===== config.mk =====
export PLATFORM = sky130hd
export DESIGN_NAME = wb_uart_tx_slave
export DESIGN_NICKNAME = d
export VERILOG_FILES = /design/src/hdl/soc_pkg.sv /design/src/hdl/wb_uart_tx_slave.sv
export SDC_FILE = /design/constraint.sdc
export NUM_CORES = 1
export LEC_CHECK = 0
export ABC_CLOCK_PERIOD_IN_PS = 2900
export CORE_ASPECT_RATIO = 1.4
export CORE_MARGIN = 2
export CORE_UTILIZATION = 60
export DETAILED_ROUTE_END_ITERATION = 8
export DONT_BUFFER_PORTS = 1
export PLACE_DENSITY = 0.79
export SETUP_SLACK_MARGIN = 0.5
export SYNTH_ARGS = -nofsm -noshare
export SYNTH_HDL_FRONTEND = slang
export SYNTH_SLANG_ARGS = --single-unit

===== constraint.sdc =====
create_clock -name clk_i -period 2.9 [get_ports clk_i]
set_clock_uncertainty 0.15 [all_clocks]
set_input_delay 0 -clock clk_i [delete_from_list [all_inputs] [get_ports clk_i]]
set_output_delay 0 -clock clk_i [all_outputs]
set_load 0.01 [all_outputs]

===== src/hdl/soc_pkg.sv =====
/* Memory map, bus types and CTI codes for the single-master Wishbone fabric.
   Region decode uses the top address nibble only. */
package soc_pkg;

  // ============================================================
  // Bus widths
  // ============================================================
  typedef logic [31:0] addr_t;
  typedef logic [31:0] data_t;
  typedef logic [3:0]  sel_t;

  // Decoded target of the current request
  typedef enum logic [1:0] {
    REGION_RAM,
    REGION_CLINT,
    REGION_PBUS,
    REGION_NONE
  } region_e;

  // Wishbone B4 cycle type identifier
  typedef enum logic [2:0] {
    CTI_CLASSIC = 3'b000,
    CTI_INCR    = 3'b010,
    CTI_EOB     = 3'b111
  } cti_e;

  // ============================================================
  // Memory map
  // ============================================================
  localparam addr_t RAM_BASE    = 32'h8000_0000;
  localparam addr_t CLINT_BASE  = 32'h3000_0000;
  localparam addr_t PBUS_BASE   = 32'h2000_0000;
  localparam addr_t REGION_MASK = 32'hF000_0000;

  // Peripheral slot, compared against address bits 19:16
  localparam logic [3:0] UART0_SLOT = 4'h0;

  // CLINT register offsets, low 16 address bits
  localparam logic [15:0] CLINT_MSIP_OFS     = 16'h0000;
  localparam logic [15:0] CLINT_MTIMECMP_OFS = 16'h4000;
  localparam logic [15:0] CLINT_MTIME_OFS    = 16'hBFF8;

  // UART register offsets, low 16 address bits
  localparam logic [15:0] UART_DATA_OFS   = 16'h0000;
  localparam logic [15:0] UART_STATUS_OFS = 16'h0004;

  // Words held by one RAM line buffer
  localparam int LINE_WORDS = 4;

endpackage

===== src/hdl/wb_uart_tx_slave.sv =====
/* Transmit-only 8N1 UART; a data write while busy is stalled until the frame ends.
   Status bit 0 is busy; there is no FIFO and no receiver. */
`timescale 1ns/1ns

module wb_uart_tx_slave
  import soc_pkg::*;
#(
  parameter int CLKS_PER_BIT = 8
) (
  input  logic  clk_i,
  input  logic  rst_ni,
  input  logic  stb_i,
  input  logic  we_i,
  input  addr_t adr_i,
  input  data_t dat_i,
  output data_t dat_o,
  output logic  ack_o,
  output logic  uart0_tx_o
);

  localparam int CW = $clog2(CLKS_PER_BIT + 1);

  typedef enum logic [1:0] {
    IDLE,
    START,
    DATA,
    STOP
  } tx_state_e;

  tx_state_e      state_q;
  logic [CW-1:0]  cnt_q;
  logic [2:0]     bit_q;
  logic [7:0]     shift_q;
  logic           tx_q;
  logic           ack_q;
  data_t          dat_q;

  logic data_wr;
  logic accept;
  logic take;
  logic bit_end;

  assign data_wr = we_i && (adr_i[15:0] == UART_DATA_OFS);
  // Frame load only from IDLE
  assign accept  = stb_i && !ack_q && data_wr && (state_q == IDLE);
  // Everything else is acked right away
  assign take    = accept || (stb_i && !ack_q && !data_wr);
  assign bit_end = (cnt_q == CW'(CLKS_PER_BIT - 1));

  // ============================================================
  // Frame FSM
  // ============================================================
  always_ff @(posedge clk_i) begin
    if (!rst_ni) begin
      state_q <= IDLE;
      cnt_q   <= '0;
      bit_q   <= '0;
      tx_q    <= 1'b1;
      ack_q   <= 1'b0;
    end else begin
      ack_q <= take;
      case (state_q)
        IDLE: begin
          tx_q <= 1'b1;
          if (accept) begin
            state_q <= START;
            cnt_q   <= '0;
            tx_q    <= 1'b0;
          end
        end
        START: begin
          if (bit_end) begin
            cnt_q   <= '0;
            bit_q   <= '0;
            state_q <= DATA;
            tx_q    <= shift_q[0];
          end else begin
            cnt_q <= cnt_q + CW'(1);
          end
        end
        DATA: begin
          if (bit_end) begin
            cnt_q <= '0;
            if (bit_q == 3'd7) begin
              state_q <= STOP;
              tx_q    <= 1'b1;
            end else begin
              bit_q <= bit_q + 3'd1;
              tx_q  <= shift_q[bit_q + 3'd1];
            end
          end else begin
            cnt_q <= cnt_q + CW'(1);
          end
        end
        STOP: begin
          // Line already high
          if (bit_end) begin
            cnt_q   <= '0;
            state_q <= IDLE;
          end else begin
            cnt_q <= cnt_q + CW'(1);
          end
        end
        default: begin
          state_q <= IDLE;
          tx_q    <= 1'b1;
        end
      endcase
    end
  end

  // Byte held for the whole frame
  always_ff @(posedge clk_i) begin
    if (accept) begin
      shift_q <= dat_i[7:0];
    end
  end

  // Status read data
  always_ff @(posedge clk_i) begin
    if (take) begin
      if (!we_i && (adr_i[15:0] == UART_STATUS_OFS)) begin
        dat_q <= {31'b0, state_q != IDLE};
      end else begin
        dat_q <= '0;
      end
    end
  end

  assign dat_o      = dat_q;
  assign ack_o      = ack_q;
  assign uart0_tx_o = tx_q;

  // Idle line is a mark
  a_idle_high : assert property (@(posedge clk_i) disable iff (!rst_ni)
    (state_q == IDLE) |-> uart0_tx_o);

endmodule


==> impl_metrics.toml <==
[run_status]
status = "finished clean"

[sta]
worst_slack_ns = 0.7055
timing_hold_violations_final = 0
setup_violations = 0
min_period_ns = 2.195
final_max_slew_viol_count = 0
rsz0062_at_grt = "false"
period_share = 0.7567
timing.setup.tns_ns = 0
fmax_mhz = 455.7

[clocking]
cts_tree = "yes"
cts_sinks = 20
clk_latency_ns = 0.29
cts_buffers = 3
cts_buffer_depth = 2
hold_buffers = 21
htree_levels = 1
cts_resized = 0
post-cts-setup-buffer-count = 0
clock_tree.root_cell = "clkbuf_4"
clk_pin_slew_ns = 0.11

[finish]
seqCellArea_um2 = 490.5
drive_gt1_frac = 0.08280
multiInputGateArea_um2 = 733.2
area_growth_pct = 10.50
final_nets = 234
final.fill_count = 154
num_antenna_cells = 0

[critical_path]
r2r_setup_slack_ns = 0.71
start_kind = "flip-flop"
critPathTopFamily = "buffers and inverters"
crit_fanout = 8
cp.buffers_inverters = 2
worstPathRequired_ns = 2.94
max_stage_delay_ns = 0.54
path_class = "reg -> reg"
arrival_ns = 2.24
endpoint_kind = "flip-flop"
crit_chain = "inv_1 > ha_1 > o41a_1 > and2_1 > dlygate4sd3_1"
slowest_stage = "dlygate4sd3_1"

[floorplanning]
die_x_um = 44.39
die_h_um = 60.54
core.rowCount = 20
core_mm2 = 0.002177
die_area_mm2 = 0.002687
pin_count = 102
start_util = 0.6293

[grt]
grt_first_pass_wirelength_um = 4105
grt_overflow = 0
first_global_vias = 997
groute.usage.overall = 0.2115
antenna_found_initial = 0
grt_max_degree = 14

[synthesis]
synth-async-reset-ratio = 0
synth_flop_cell = "dfxtp_1"
yosys.area.top_type_share = 0.1973
synth_area_mm2 = 0.001370
synthTopCellsByArea = "edfxtp_1 20%, buf_4 17%, dfxtp_1 16%"
yosys-top-cells-count = "31 x buf_4, 11 x dfxtp_1, 9 x edfxtp_1"
seq_area_frac_synth = 0.3580
synth_enable_flop_cells = 9
syn_avg_cell_area_um2 = 10.22
yosys.area.top_type = "edfxtp_1"
postSynthCellCount = 134
synth-seq-cells = 20
yosysUniqueCellTypes = 41
yosysWarnings = 0
synthMostInstantiatedCell = "buf_4"

[flow_run]
max_cap_viol_count = 0

[route]
via_count = 1010
wl_um = 2713
viasPerCell = 5.642
ant_nets = 0
post_drt_wl_per_cell_um = 15.16
drt_iter0_drc = 25
drc_errors = 0
first_pass_iters = 4

[placement]
place.gp.congestion = 0.8669
hpwl_um = 1795
preCtsSetupSlack_ns = 0.8437
portBuffers = 0

[power]
powerDensity_mw_per_mm2 = 319.9
p_leak_nw = 0.6131
max-vdd-ir-drop_uv = 328.4

[hold_path]
hp-class = "in -> reg"
==> routing by layer <==
layer / up-vias / track usage / part of all wire
met3: 5 / 0.02679 / 0.059
met2: 53 / 0.4475 / 0.57
met1: 475 / 0.1889 / 0.35
li1: 477 / - / -
met5: - / 0 / 0
met4: 0 / 0.09091 / 0.017
==> report_power, final <==
group	total [mW]	switching [mW]	internal, mW
Combinational	0.0537	0.0313	0.0224
Sequential	0.297	0.00149	0.295
Clock	0.134	0.0804	0.0534
Total	0.484	0.113	0.371
==> cells in the final DEF, fill, tap and decap left out, types with 4 or more instances in the layout <==
master,instances
conb_1,31
dlygate4sd3_1,21
dfxtp_1,11
edfxtp_1,9
nand2_1,8
ha_1,8
mux2i_1,6
inv_1,5
nor3_1,4
a21oi_1,4
==> registers in the layout, indices dropped and copies added (netlist names) <==
| signal | cells |
|---|---|
| ack_o | 1 |
| cnt_q | 4 |
| shift_q | 8 |
| bit_q | 3 |
| uart0_tx_o | 1 |
| state_q | 2 |
| dat_o | 1 |
==> cell type report <==
type / instances / area share
multi-input combinational: 106 / 0.4843
sequential: 20 / 0.3240
timing repair buffer: 22 / 0.1438
tap: 22 / 0.01818
clock buffer: 4 / 0.01736
inverter: 5 / 0.01240
==> worst paths after layout <==
| path | from | depth (start not counted) | endpoint |
|---|---|---|---|
| min reg2reg | bit_q[2]$_SDFFE_PN0P_ | 2 | bit_q[2]$_SDFFE_PN0P_ |
| min | we_i | 3 | cnt_q[3]$_SDFFE_PN0P_ |
| max | state_q[0]$_SDFFE_PN0P_ | 5 | ack_o$_SDFF_PN0_ |
| max reg2reg | state_q[0]$_SDFFE_PN0P_ | 5 | ack_o$_SDFF_PN0_ |
==> stage by stage <==
| step | std cells | power, mW | hold WS (ns) | cell area [um^2] | utilization |
|---|---|---|---|---|---|
| floorplan | 164 | 0.3612 | -0.05113 | 1483 | - |
| global placement | 154 | 0.3299 | -0.05108 | 1277 | 0.5868 |
| detailed placement | 154 | 0.3301 | -0.05108 | 1277 | 0.5868 |
| CTS | 179 | 0.4848 | 0.009692 | 1514 | 0.6954 |
| global route | 179 | 0.5013 | 0.05793 | 1514 | 0.6954 |
| finish | 179 | 0.4842 | 0.02825 | 1514 | 0.6954 |
==> cell families after synthesis <==
family	after synthesis	synth area share
flops	20	0.3580
compound gates	17	0.08950
other cells	1	0.002737
mux	8	0.07671
simple gates	42	0.2110
buf+inv	38	0.1890
fa+ha+maj	8	0.07306
==> worst reg2reg max path, stage by stage, from the launching register on <==
cell	delay, ns
dfxtp_1	0.41
inv_1	0.10
ha_1	0.32
o41a_1	0.41
and2_1	0.16
dlygate4sd3_1	0.54
Note: power is estimated with default switching activity, not from simulation.
