===== config.mk =====
export PLATFORM = sky130hd
export DESIGN_NAME = wb_region_decoder
export DESIGN_NICKNAME = d
export VERILOG_FILES = /design/src/hdl/soc_pkg.sv /design/src/hdl/wb_region_decoder.sv
export SDC_FILE = /design/constraint.sdc
export NUM_CORES = 1
export LEC_CHECK = 0
export BUFFER_PORTS_ARGS = -buffer_cell sky130_fd_sc_hd__buf_2
export CAP_MARGIN = 20
export CORE_AREA = 2 2 71 73
export CTS_CLUSTER_DIAMETER = 40
export DETAILED_ROUTE_END_ITERATION = 12
export DIE_AREA = 0 0 73 75
export HOLD_SLACK_MARGIN = 0.12
export PLACE_DENSITY = 0.88
export SKIP_LAST_GASP = 1
export SLEW_MARGIN = 5
export SYNTH_ARGS = -nofsm -noshare
export SYNTH_HDL_FRONTEND = slang
export SYNTH_SLANG_ARGS = --single-unit

===== constraint.sdc =====
create_clock -name clk_i -period 1.85 [get_ports clk_i]
set_clock_uncertainty 0.1 [all_clocks]
set_input_delay 0.2775 -clock clk_i [delete_from_list [all_inputs] [get_ports clk_i]]
set_output_delay 0.2775 -clock clk_i [all_outputs]
set_load 0.02 [all_outputs]

===== src/hdl/soc_pkg.sv =====
/* Memory map, bus types and CTI codes for the single-master Wishbone fabric.
   Region decode uses the top address nibble only. */
package soc_pkg;

  // ============================================================
  // Bus widths
  // ============================================================
  typedef logic [31:0] addr_t;
  typedef logic [31:0] data_t;
  typedef logic [3:0]  sel_t;

  // Decoded target of the current request
  typedef enum logic [1:0] {
    REGION_RAM,
    REGION_CLINT,
    REGION_PBUS,
    REGION_NONE
  } region_e;

  // Wishbone B4 cycle type identifier
  typedef enum logic [2:0] {
    CTI_CLASSIC = 3'b000,
    CTI_INCR    = 3'b010,
    CTI_EOB     = 3'b111
  } cti_e;

  // ============================================================
  // Memory map
  // ============================================================
  localparam addr_t RAM_BASE    = 32'h8000_0000;
  localparam addr_t CLINT_BASE  = 32'h3000_0000;
  localparam addr_t PBUS_BASE   = 32'h2000_0000;
  localparam addr_t REGION_MASK = 32'hF000_0000;

  // Peripheral slot, compared against address bits 19:16
  localparam logic [3:0] UART0_SLOT = 4'h0;

  // CLINT register offsets, low 16 address bits
  localparam logic [15:0] CLINT_MSIP_OFS     = 16'h0000;
  localparam logic [15:0] CLINT_MTIMECMP_OFS = 16'h4000;
  localparam logic [15:0] CLINT_MTIME_OFS    = 16'hBFF8;

  // UART register offsets, low 16 address bits
  localparam logic [15:0] UART_DATA_OFS   = 16'h0000;
  localparam logic [15:0] UART_STATUS_OFS = 16'h0004;

  // Words held by one RAM line buffer
  localparam int LINE_WORDS = 4;

endpackage

===== src/hdl/wb_region_decoder.sv =====
/* Combinational region decode; only one transfer is in flight at a time.
   Unmapped addresses and unused peripheral slots answer with a one-cycle err. */
`timescale 1ns/1ns

module wb_region_decoder
  import soc_pkg::*;
(
  input  logic    clk_i,
  input  logic    rst_ni,
  input  logic    wb_cyc_i,
  input  logic    wb_stb_i,
  input  addr_t   wb_adr_i,
  input  data_t   ram_dat_i,
  input  logic    ram_ack_i,
  input  data_t   clint_dat_i,
  input  logic    clint_ack_i,
  input  data_t   uart_dat_i,
  input  logic    uart_ack_i,
  output logic    ram_stb_o,
  output logic    clint_stb_o,
  output logic    uart_stb_o,
  output data_t   wb_dat_o,
  output logic    wb_ack_o,
  output logic    wb_err_o
);

  region_e region;
  logic    req;
  logic    err_q;

  assign req = wb_cyc_i && wb_stb_i;

  // ============================================================
  // Address decode
  // ============================================================
  always_comb begin
    case (wb_adr_i & REGION_MASK)
      RAM_BASE:   region = REGION_RAM;
      CLINT_BASE: region = REGION_CLINT;
      // Only the UART0 slot is populated on the peripheral bus
      PBUS_BASE:  region = (wb_adr_i[19:16] == UART0_SLOT) ? REGION_PBUS : REGION_NONE;
      default:    region = REGION_NONE;
    endcase
  end

  // One strobe at most
  assign ram_stb_o   = req && (region == REGION_RAM);
  assign clint_stb_o = req && (region == REGION_CLINT);
  assign uart_stb_o  = req && (region == REGION_PBUS);

  // Err pulse, low again on the cycle the master completes
  always_ff @(posedge clk_i) begin
    if (!rst_ni) begin
      err_q <= 1'b0;
    end else begin
      err_q <= req && (region == REGION_NONE) && !err_q;
    end
  end

  assign wb_err_o = err_q;

  // ============================================================
  // Response mux
  // ============================================================
  always_comb begin
    wb_dat_o = '0;
    wb_ack_o = 1'b0;
    case (region)
      REGION_RAM: begin
        wb_dat_o = ram_dat_i;
        wb_ack_o = ram_ack_i;
      end
      REGION_CLINT: begin
        wb_dat_o = clint_dat_i;
        wb_ack_o = clint_ack_i;
      end
      REGION_PBUS: begin
        wb_dat_o = uart_dat_i;
        wb_ack_o = uart_ack_i;
      end
      default: begin
        wb_dat_o = '0;
        wb_ack_o = 1'b0;
      end
    endcase
  end

  // Slaves never answer together
  a_one_slave_ack : assert property (@(posedge clk_i) disable iff (!rst_ni)
    $onehot0({ram_ack_i, clint_ack_i, uart_ack_i}));

  // A transfer ends with ack or err, not both
  a_ack_err_excl : assert property (@(posedge clk_i) disable iff (!rst_ni)
    !(wb_ack_o && wb_err_o));

endmodule


==> impl_results.rst <==
.. list-table::
   :header-rows: 1

   * - Metric
     - Value
   * - Fraction of final layout cells sized beyond drive strength 1
     - 63.3%
   * - Initial DRT Pass Iterations
     - 4
   * - Net count after synthesis
     - approximately 320
   * - Remaining Overflow, GRT
     - 0
   * - Static Leak
     - ~1.2 nW
   * - Net switching component of the power
     - 0.152 mW
   * - Max reg flops
     - 1
   * - Violated checks
     - negative setup slack
   * - Via count of the first global-routing pass
     - between 1,500 and 2,000
   * - Synth top area cells
     - sky130_fd_sc_hd__and3b_1, sky130_fd_sc_hd__a21oi_2, sky130_fd_sc_hd__o21ai_0
   * - Most instantiated cells after synthesis
     - sky130_fd_sc_hd__and3b_1, sky130_fd_sc_hd__nand2_1, sky130_fd_sc_hd__o21ai_0
   * - Arrival time at the worst endpoint
     - 1.79 ns
   * - Routed vias
     - ~1,900
   * - Placed wire-length estimate after detailed placement
     - 4.12 mm
   * - Hold violation count in the final report
     - 0
   * - Met1 capacity usage during global routing
     - 18.6%
   * - Later-pin clock latency in the skew report
     - 0 ns
   * - Area fraction of the dominant cell type after synthesis
     - 33.2%
   * - Synthesized instance count
     - 188
   * - Wirelength, routed
     - 5.09 mm
   * - VDD IR max
     - 0.0000830 V
   * - Multiplexer area fraction after synthesis
     - 6.82%
   * - Synth warn
     - 0
   * - Count of cell types in the netlist
     - 24
   * - Violation count after the first detailed-route iteration
     - 71
   * - Internal Pwr Total
     - 0.207 mW
   * - Average footprint of a synthesized cell
     - 7.02 µm²
   * - Final critical-path share of the clock period
     - 117%
   * - Die X
     - around 73 µm
   * - Hold bufs inserted after CTS
     - 0
   * - Resized Gates After CTS
     - 32
   * - CP Class
     - input port to output pin
   * - Setup fix buffers added after clock tree synthesis
     - 0
   * - Critical-path maximum fanout
     - 18
   * - Post-synth top area cell
     - sky130_fd_sc_hd__and3b_1
   * - Die outline area
     - 5480 µm²
   * - Xor and xnor area share after synthesis
     - 0%
   * - Net Sw Frac
     - 42.3%
   * - Tightest Pin Transition
     - ~0.32 ns
   * - Slack of the critical path
     - -0.316 ns
   * - Hold Crit Endpoint
     - wb_err_o$_SDFF_PN0_
   * - Worst setup slack before clock tree synthesis
     - -0.315 ns
   * - Vertical die dimension
     - roughly 75 µm
   * - RR Startpoint
     - wb_err_o$_SDFF_PN0_
   * - Layout area overhead
     - 71.4%
   * - Share of total power in the clock network
     - 0%
   * - Top flip-flop cell by instance count after synthesis
     - sky130_fd_sc_hd__dfxtp_1
   * - Logic gate share of total power
     - 93.5%
   * - Arithmetic-cell share of the synthesized area counting full adders, half adders and majority gates
     - 0%
   * - Crit. End Element
     - output pin
   * - Pin count of the biggest net entering global routing
     - 31
   * - Synth Area in Simple Gates
     - 50.8%
   * - Shortest clock period the worst path allows after layout
     - 2.17 ns
   * - Global Route met2 Usage
     - 32.6%
   * - Combined global-route utilization of all metal layers
     - 16.5%
   * - Row cnt
     - 25
   * - Number of cells after detailed placement
     - approximately 380
   * - Share of flip-flops with an asynchronous set or reset after synthesis
     - 0%
   * - GRT Max-Usage Layer
     - met2
   * - Worst-case headroom to the max-slew limit
     - between 70% and 80%
   * - Number of enable flip-flop cells after synthesis
     - 0
   * - Number of maximum-capacitance violations
     - 0
   * - Via density per instance
     - 5.00
   * - Wire per inst
     - 13.3 µm
   * - Share of synthesized area occupied by flip-flops and latches
     - under 10%
   * - Max-slew violations
     - 0
   * - Worst reg-to-reg setup slack
     - 1.03 ns
   * - Number of cells on the worst reg-to-reg path
     - 1
   * - Critical path launch point type
     - input port
   * - Total DRC errors in the routed layout
     - 0
   * - Crit Reg-Reg Endpoint
     - wb_err_o$_SDFF_PN0_
   * - Initial standard-cell utilization of the core
     - about 28%
   * - Hold Startpoint
     - wb_err_o$_SDFF_PN0_
   * - Post-layout utilization of the core
     - 48.5%
   * - Share of the synthesized area in compound gates (AO/OA/AOI/OAI)
     - 30.5%
   * - Weighted congestion reported at the end of routability-driven placement
     - 0.803
   * - Proportion of power drawn by flip-flops and latches
     - 6.5%
   * - Unrepaired setup endpoints after global routing
     - true
   * - Required time reported for the critical path endpoint
     - 1.47 ns
   * - Main combinational cell family by area after synthesis
     - simple AND/OR/NAND/NOR gates
   * - Clock-pin transition on the worst setup and hold timing paths
     - 0 ns
   * - Hold Path Stages
     - 1
   * - Most frequent cell after synthesis
     - sky130_fd_sc_hd__and3b_1
   * - Buffers on Ports
     - 147
   * - Type of the most critical hold path
     - register to register
   * - Fmax
     - 0.462 GHz
   * - Core Region
     - 4660 µm²
   * - Number of top-level pins
     - 172
   * - Outcome
     - finished with violations
   * - Final setup viols
     - 33
   * - Finished Layout Cells
     - 381
   * - GR met3 Demand/Resource
     - 2.28%
   * - Final-stage net count
     - between 400 and 500
   * - Antenna diode instance count
     - 0
   * - First-pass GRT wire length
     - 7.42 mm
   * - Post-synthesis sequential element count
     - 1
   * - Initial antenna violation count
     - 0
   * - Pwr/cell area
     - 159 nW/µm²
   * - Remaining number of nets flagged by the antenna check after routing
     - 0
   * - Summed instance area of the synthesized netlist
     - between 1000 and 1500 µm²
==> kinds of logic after synthesis <==
logic type,after synthesis
simple gates,96
compound gates,59
buf+inv,24
mux,8
flops,1
==> through the flow <==
step | cell area [µm²] | hold WS, ns | TNS [ns] | power [mW]
final | 2260 | 0.329 | -8.55 | 0.360
after global routing | 2260 | 0.353 | -9.79 | 0.393
after CTS | 2240 | 0.338 | -8.72 | 0.358
after detailed placement | 2160 | 0.338 | -9.17 | 0.352
after global placement | 2160 | 0.306 | -8.86 | 0.341
after floorplan | 1340 | 0.297 | -4.30 | 0.195
==> cells in the final DEF (no fill, tap or decap) <==
cell type,count
sky130_fd_sc_hd__a21oi_1,1
sky130_fd_sc_hd__a21oi_2,24
sky130_fd_sc_hd__a221o_2,1
sky130_fd_sc_hd__a22oi_1,8
sky130_fd_sc_hd__and3_1,2
sky130_fd_sc_hd__and3b_1,50
sky130_fd_sc_hd__buf_12,2
sky130_fd_sc_hd__buf_2,114
sky130_fd_sc_hd__buf_4,42
sky130_fd_sc_hd__buf_6,3
sky130_fd_sc_hd__dfxtp_1,1
sky130_fd_sc_hd__inv_1,2
sky130_fd_sc_hd__mux2_2,8
sky130_fd_sc_hd__nand2_1,26
sky130_fd_sc_hd__nor2_1,1
sky130_fd_sc_hd__nor2_2,8
sky130_fd_sc_hd__nor3b_2,1
sky130_fd_sc_hd__nor4_1,1
sky130_fd_sc_hd__nor4b_1,2
sky130_fd_sc_hd__nor4b_2,1
sky130_fd_sc_hd__nor4bb_4,1
sky130_fd_sc_hd__o21ai_0,25
sky130_fd_sc_hd__or2b_1,1
sky130_fd_sc_hd__or3b_2,1
sky130_fd_sc_hd__or4_4,1
==> critical path: stages <==
cell                      delay (ns)
sky130_fd_sc_hd__buf_2          0.09
sky130_fd_sc_hd__or4_4          0.52
sky130_fd_sc_hd__a221o_2        0.40
sky130_fd_sc_hd__buf_12         0.18
sky130_fd_sc_hd__a21oi_2        0.14
sky130_fd_sc_hd__buf_4          0.17
==> area by class of cell <==
class,instances,area [µm²]
fill,442,2400
tap,54,67.6
timing repair buffer,161,960
multi-input combinational,163,1210
inverter,2,7.51
sequential,1,20.0
==> per-layer routing <==
layer | up-vias | wire [µm]
met3 | 8 | 382
met2 | 94 | 2720
met5 | - | 0
li1 | 965 | -
met4 | 0 | 72
met1 | 837 | 1910
==> power by group through the flow <==
stage | registers, mW | clock network [mW] | logic [mW]
after global placement | 0.0233 | 0 | 0.318
after floorplan | 0.0245 | 0 | 0.170
after detailed placement | 0.0235 | 0 | 0.329
after global routing | 0.0235 | 0 | 0.369
final | 0.0234 | 0 | 0.336
after CTS | 0.0235 | 0 | 0.335
==> worst max path at each step <==
stage | from | endpoint | slack [ns]
floorplan | wb_adr_i[31] | uart_stb_o | -0.13
global placement | wb_adr_i[17] | wb_dat_o[31] | -0.31
detailed placement | wb_adr_i[17] | wb_dat_o[22] | -0.31
CTS | wb_adr_i[17] | wb_dat_o[24] | -0.31
global route | wb_adr_i[17] | wb_dat_o[2] | -0.35
finish | wb_adr_i[17] | wb_dat_o[2] | -0.32
(Power assumes the default switching activity.)
