`src/hdl/soc_pkg.sv`:
```
/* Memory map, bus types and CTI codes for the single-master Wishbone fabric.
   Region decode uses the top address nibble only. */
package soc_pkg;

  // ============================================================
  // Bus widths
  // ============================================================
  typedef logic [31:0] addr_t;
  typedef logic [31:0] data_t;
  typedef logic [3:0]  sel_t;

  // Decoded target of the current request
  typedef enum logic [1:0] {
    REGION_RAM,
    REGION_CLINT,
    REGION_PBUS,
    REGION_NONE
  } region_e;

  // Wishbone B4 cycle type identifier
  typedef enum logic [2:0] {
    CTI_CLASSIC = 3'b000,
    CTI_INCR    = 3'b010,
    CTI_EOB     = 3'b111
  } cti_e;

  // ============================================================
  // Memory map
  // ============================================================
  localparam addr_t RAM_BASE    = 32'h8000_0000;
  localparam addr_t CLINT_BASE  = 32'h3000_0000;
  localparam addr_t PBUS_BASE   = 32'h2000_0000;
  localparam addr_t REGION_MASK = 32'hF000_0000;

  // Peripheral slot, compared against address bits 19:16
  localparam logic [3:0] UART0_SLOT = 4'h0;

  // CLINT register offsets, low 16 address bits
  localparam logic [15:0] CLINT_MSIP_OFS     = 16'h0000;
  localparam logic [15:0] CLINT_MTIMECMP_OFS = 16'h4000;
  localparam logic [15:0] CLINT_MTIME_OFS    = 16'hBFF8;

  // UART register offsets, low 16 address bits
  localparam logic [15:0] UART_DATA_OFS   = 16'h0000;
  localparam logic [15:0] UART_STATUS_OFS = 16'h0004;

  // Words held by one RAM line buffer
  localparam int LINE_WORDS = 4;

endpackage
```
`src/hdl/wb_clint_slave.sv`:
```
/* CLINT with a 32-bit free-running mtime; mtime is read-only.
   Unknown offsets read zero and ignore writes. */
`timescale 1ns/1ns

module wb_clint_slave
  import soc_pkg::*;
(
  input  logic  clk_i,
  input  logic  rst_ni,
  input  logic  stb_i,
  input  logic  we_i,
  input  addr_t adr_i,
  input  data_t dat_i,
  input  sel_t  sel_i,
  output data_t dat_o,
  output logic  ack_o,
  output logic  timer_irq_o,
  output logic  sw_irq_o
);

  data_t mtime_q;
  data_t mtimecmp_q;
  logic  msip_q;
  logic  timer_irq_q;
  logic  ack_q;
  data_t dat_q;
  logic  acc;

  // Single-cycle access
  assign acc = stb_i && !ack_q;

  // ============================================================
  // Timer and registers
  // ============================================================
  always_ff @(posedge clk_i) begin
    if (!rst_ni) begin
      mtime_q     <= '0;
      mtimecmp_q  <= '1;
      msip_q      <= 1'b0;
      timer_irq_q <= 1'b0;
      ack_q       <= 1'b0;
    end else begin
      mtime_q     <= mtime_q + 32'd1;
      timer_irq_q <= (mtime_q >= mtimecmp_q);
      ack_q       <= acc;

      if (acc && we_i) begin
        case (adr_i[15:0])
          CLINT_MSIP_OFS: begin
            if (sel_i[0]) begin
              msip_q <= dat_i[0];
            end
          end
          CLINT_MTIMECMP_OFS: begin
            // Byte lanes
            for (int b = 0; b < 4; b++) begin
              if (sel_i[b]) begin
                mtimecmp_q[8*b +: 8] <= dat_i[8*b +: 8];
              end
            end
          end
          default: begin
            // mtime and holes ignore writes
          end
        endcase
      end
    end
  end

  // Read data, registered with ack
  always_ff @(posedge clk_i) begin
    if (acc) begin
      case (adr_i[15:0])
        CLINT_MSIP_OFS:     dat_q <= {31'b0, msip_q};
        CLINT_MTIMECMP_OFS: dat_q <= mtimecmp_q;
        CLINT_MTIME_OFS:    dat_q <= mtime_q;
        default:            dat_q <= '0;
      endcase
    end
  end

  assign dat_o       = dat_q;
  assign ack_o       = ack_q;
  assign timer_irq_o = timer_irq_q;
  assign sw_irq_o    = msip_q;

endmodule

```
`config.mk`:
```
export PLATFORM = sky130hd
export DESIGN_NAME = wb_clint_slave
export DESIGN_NICKNAME = d
export VERILOG_FILES = /design/src/hdl/soc_pkg.sv /design/src/hdl/wb_clint_slave.sv
export SDC_FILE = /design/constraint.sdc
export NUM_CORES = 1
export LEC_CHECK = 0
export BUFFER_PORTS_ARGS = -buffer_cell sky130_fd_sc_hd__buf_2
export CAP_MARGIN = 0
export CORE_ASPECT_RATIO = 2
export CORE_MARGIN = 5
export CORE_UTILIZATION = 59
export DETAILED_ROUTE_END_ITERATION = 16
export PLACE_DENSITY = 0.83
export SLEW_MARGIN = 10
export SYNTH_ARGS = -nofsm -noshare
export SYNTH_HDL_FRONTEND = slang
export SYNTH_SLANG_ARGS = --single-unit
```
`constraint.sdc`:
```
create_clock -name clk_i -period 7.4 [get_ports clk_i]
set_clock_uncertainty 0.05 [all_clocks]
set_input_delay 0.74 -clock clk_i [delete_from_list [all_inputs] [get_ports clk_i]]
set_output_delay 0.74 -clock clk_i [all_outputs]
set_load 0.005 [all_outputs]
```
==> results.ini, run 1 <==
[detailed_routing]
drt_iter0_drc=312
ant_nets=0
drtPass1Iterations=4
vias=3882
drc_errors=0
drt-vias-per-instance=5.97
routedWlPerCell_um=17.9
finalWirelength_um=11700

[sta]
hold_viol=0
setup_viol=0
finalMaxSlewViolations=0
grt_setup_unrepaired=no
period_minus_slack_ns=2.64
period_share=0.357
relSlewSlack=0.336
fmax_mhz=379
worst-slew-pin-transition_ns=0.994
fin_setup_tns_ns=0

[setup_path]
timing.rr.end=mtimecmp_q[9]$_SDFFE_PN1P_
r2r-start=ack_o$_SDFF_PN0_
worstPathRequired_ns=7.54
reg2reg_slack_ns=4.93
r2r_cells=5
path_class=in2reg
cp_max_fo=35
crit_arrival_ns=2.78
cp-end-kind=register
start_kind=primary input

[yosys]
synth-seq-area-share=0.475
synthTopCellsByArea=dfxtp_1 28%, edfxtp_1 20%, ha_1 8.5%
yosysWarnings=0
netlist.area_leader.share=0.277
yosysTopAreaCell=dfxtp_1
synth_area_sq_mm=0.00485
synthCells=464
syn_avg_cell_area_sq_um=10.4
syn_nets=569
synth_cell_types=47
synth_seq_cells=99

[die]
fp.dieH_um=138
start_util=0.606
chipWidth_um=74.1
coreArea_sq_mm=0.00800
die-area_sq_mm=0.0102
num_rows=46
ios=107

[clock_network]
cts_made_buffers=9
clock_latency_ns=0.34
post_cts_resize_count=0
cts_tree=built
clk_path_buf_depth=2
cts_max_level=3
post_cts_buffers=0
cts-root-buf=clkbuf_16
cts.sinks=99
cts_hold_buffers=0
clk_pin_slew_ns=0.07

[global_routing]
antenna_found_initial=0
grt_start_max_net_pins=45
grt_pass1_vias=3968
grt_pass1_wl_um=19300
grt.overflow.total=0
grt_usage=0.239

[placed_design]
place_area_sq_mm=0.00537
routabilityCongestion=0.858
dp.cells=634
numPortBuffers=90
dp.final_hpwl_um=8340

[final_layout]
area_delta_synth_final_pct=16.2
fin_area_sq_mm=0.00563
final_util=0.704
fin_cells=650
final_cell_mix=90 x buf_2, 67 x dfxtp_1, 50 x nand2_1
nNetsFinal=654
final_common_cell=buf_2
drive_gt1_frac=0.217
diodes=0

[min_path]
hold_class=reg2reg
whs_endpoint=mtime_q[0]$_SDFF_PN0_
min_from=mtime_q[0]$_SDFF_PN0_
holdPathStages=1

[run]
cap_violations=0

[pwr]
ir_drop_v=0.000115
power-per-cell-area_mw_per_mm2=186
p_leak_uw=0.00298

[run_status]
status=finished clean

state kept, by name (all words and copies together), names as in the netlist:
register	count
mtimecmp_q	32
timer_irq_o	1
mtime_q	32
dat_o	32
ack_o	1
sw_irq_o	1
cell usage after synthesis, drive strengths merged:
cell	count
a211o	1
a211oi	2
a21o	2
a21oi	12
a221o	2
a221oi	1
a22o	32
a22oi	1
a311oi	1
a31o	1
and2	5
and3	6
and4	12
buf	5
clkbuf	13
dfxtp	67
edfxtp	32
ha	33
inv	33
mux2	1
mux2i	35
nand2	50
nand2b	4
nand3	16
nand3b	1
nand4	15
nor2	31
nor2b	1
nor3	5
nor3b	1
nor4	6
nor4b	1
o211ai	1
o21ai	9
or3	3
xnor2	9
xor2	14
power breakdown:
group          total (uW)  internal [uW]  leakage [uW]  switching (uW)
registers             573            569      0.000864            4.03
logic                45.4           20.1       0.00198            25.3
clock network         428            236      0.000133             192
kinds of logic after synthesis:
kind of cell,Yosys count,share of synthesized area
compound gates,65,0.100
xor+xnor,23,0.0416
fa+ha+maj,33,0.0852
buf+inv,51,0.0421
flops,99,0.475
mux,36,0.0746
simple gates,157,0.181
per-layer routing:
| metal | share of wire | GRT usage | vias up |
|---|---|---|---|
| met2 | 0.57 | 0.436 | 95 |
| met1 | 0.36 | 0.264 | 1916 |
| met4 | 0.029 | 0.0898 | 0 |
| met3 | 0.039 | 0.0414 | 24 |
| met5 | 0 | 0 | - |
| li1 | - | - | 1847 |
worst max-delay path by stage:
stage                      from                           to  cells past startpoint
after floorplan           stb_i  mtimecmp_q[15]$_SDFFE_PN1P_                      5
after global placement    stb_i  mtimecmp_q[20]$_SDFFE_PN1P_                      6
after detailed placement  stb_i   mtimecmp_q[9]$_SDFFE_PN1P_                      6
after CTS                 stb_i   mtimecmp_q[9]$_SDFFE_PN1P_                      6
after global routing      stb_i  mtimecmp_q[22]$_SDFFE_PN1P_                      6
final                     stb_i   mtimecmp_q[9]$_SDFFE_PN1P_                      6
stage by stage:
stage / power, uW / worst slack (ns) / hold slack [ns]
2_1_floorplan: 602 / 4.02 / 0.399
3_3_place_gp: 629 / 4.46 / 0.424
3_5_place_dp: 631 / 4.37 / 0.438
4_1_cts: 1050 / 4.72 / 0.453
5_1_grt: 1080 / 4.58 / 0.468
6_report: 1050 / 4.76 / 0.451
critical path, cell delays in order:
cell	delay (ns)
buf_2	0.08
nor2b_4	0.80
and2_0	0.35
nand4_2	0.42
mux2i_1	0.30
nand2_1	0.08
area by class of cell:
class / count / area (sq um)
inverters: 33 / 124
well taps: 96 / 120
repair buffers: 92 / 465
fillers: 610 / 2370
clock buffers: 13 / 250
clock inverters: 3 / 15.0
multi-input cells: 314 / 2360
flip-flops and latches: 99 / 2300
(Power assumes the default switching activity.)
==> run 2: changes to the inputs <==
Settings changed: CORE_UTILIZATION 59 to 54, PLACE_DENSITY 0.83 to 0.76.
Clock period 7.4 ns to 2.8 ns, I/O delays scaled along.
==> run 2 against run 1 <==
Compared with the run above: hold slack worse by 0.36 ns; largest cell class unchanged; worst setup slack worse by 4.1 ns; sequential power grew to 2.6 times the previous value; register-to-register slack lost 4.3 ns; non-clock buffer count up 4; utilization fell by 6.1 points.
==> results.ini, run 2 (synthesized netlist as in run 1, its figures left out) <==
[clock_network]
clk_path_buf_depth=2
cts_hold_buffers=0
cts_max_level=3
clk_pin_slew_ns=0.07
post_cts_buffers=0
cts-root-buf=clkbuf_16
cts_made_buffers=9
clock_latency_ns=0.34
post_cts_resize_count=0
cts.sinks=99
cts_tree=built

[run]
cap_violations=0

[sta]
grt_setup_unrepaired=no
fmax_mhz=458
fin_setup_tns_ns=0
period_share=0.780
hold_viol=0
relSlewSlack=0.625
period_minus_slack_ns=2.18
worst-slew-pin-transition_ns=0.558
finalMaxSlewViolations=0
setup_ws_ns=0.615
setup_viol=0

[die]
coreArea_sq_mm=0.00889
chipWidth_um=77.0
die-area_sq_mm=0.0111
start_util=0.545
fp.dieH_um=144
ios=107
num_rows=49

[final_layout]
fin_area_sq_mm=0.00571
fillCellCount=742
area_delta_synth_final_pct=17.9
final_common_cell=buf_2
nNetsFinal=658
final_cell_mix=90 x buf_2, 67 x dfxtp_1, 50 x nand2_1
diodes=0
drive_gt1_frac=0.226

[setup_path]
timing.rr.end=timer_irq_o$_SDFF_PN0_
slowest_delay_ns=0.47
slowest_stage=dfxtp_1
r2r_cells=6
start_kind=register
worstPathRequired_ns=2.96
worst_path_most_repeated_cell=o21ai_0
crit_start=mtime_q[5]$_SDFF_PN0_
cp_max_fo=6
crit_path_end=timer_irq_o$_SDFF_PN0_
reg2reg_slack_ns=0.62
cp_cell_sequence=ha_1 -> a21o_1 -> a221oi_1 -> o21ai_0 -> a311oi_1 -> o21ai_0
cp-end-kind=register
path_class=reg2reg
r2r-start=mtime_q[5]$_SDFF_PN0_
crit_arrival_ns=2.35

[detailed_routing]
finalWirelength_um=11400
drtPass1Iterations=4
vias=3806
routedWlPerCell_um=17.2
drt_iter0_drc=161
ant_nets=0
drc_errors=0
drt-vias-per-instance=5.77

[placed_design]
numPortBuffers=90
routabilityCongestion=0.857
dp.final_hpwl_um=8380
place_ws_ns=0.643
place_area_sq_mm=0.00540

[global_routing]
antenna_found_initial=0
grt_pass1_vias=3877
grt_usage=0.204
grt_pass1_wl_um=17700
grt_start_max_net_pins=33
grt.overflow.total=0

[pwr]
power-per-cell-area_mw_per_mm2=511
p_leak_uw=0.00301
ir_drop_v=0.000330

[min_path]
hold_class=in2reg
min_from=dat_i[24]

[run_status]
status=finished clean

[run 2: cell types whose count changed in the layout (fill, tap and decap cells not counted), sizes merged]
| cell | change |
|---|---|
| clkbuf | -2 |
| bufinv | +1 |
| inv | +1 |
| clkinvlp | +2 |
| buf | +4 |
| clkinv | -2 |
[run 2: critical path, delay by kind of cell, from the launching register on]
family | cells | cell delay [ns]
AO/OA/AOI/OAI | 5 | 1.24
adder cells (fa/ha/maj) | 1 | 0.29
flip-flops | 1 | 0.47
[run 2: routing by layer]
| metal | track usage | vias to the layer above | routed length (um) |
|---|---|---|---|
| li1 | - | 1860 | - |
| met1 | 0.200 | 1823 | 3950 |
| met2 | 0.390 | 92 | 6550 |
| met3 | 0.0330 | 31 | 410 |
| met4 | 0.126 | 0 | 445 |
| met5 | 0 | - | 0 |
[run 2: worst min-delay path by stage]
stage / end / slack [ns] / cells past startpoint
floorplan: mtimecmp_q[0]$_SDFFE_PN1P_ / 0.36 / 2
global placement: mtimecmp_q[24]$_SDFFE_PN1P_ / 0.43 / 2
detailed placement: mtimecmp_q[9]$_SDFFE_PN1P_ / 0.44 / 2
CTS: mtimecmp_q[24]$_SDFFE_PN1P_ / 0.08 / 3
global route: mtimecmp_q[24]$_SDFFE_PN1P_ / 0.08 / 3
finish: mtimecmp_q[24]$_SDFFE_PN1P_ / 0.09 / 3
[run 2: metrics by stage]
stage	util	cells	hold slack, ns	power [uW]
2_1_floorplan	-	464	0.355	1590
3_3_place_gp	0.608	644	0.433	1670
3_5_place_dp	0.608	644	0.439	1670
4_1_cts	0.643	660	0.0845	2940
5_1_grt	0.643	660	0.0836	3000
6_report	0.643	660	0.0931	2920
[run 2: where the power goes]
part / switching [uW] / leakage (uW) / internal, uW / total (uW)
registers: 11.2 / 0.000864 / 1500 / 1510
logic: 66.4 / 0.00200 / 56.6 / 123
clock network: 533 / 0.000147 / 749 / 1280
[run 2: layout make-up]
class	instances	area (sq um)	share of cell area
Clock buffer	11	254	0.0444
Clock inverter	5	58.8	0.0103
Inverter	33	124	0.0217
Multi-Input combinational cell	314	2350	0.412
Sequential cell	99	2300	0.403
Tap cell	102	128	0.0223
Timing Repair Buffer	96	495	0.0867
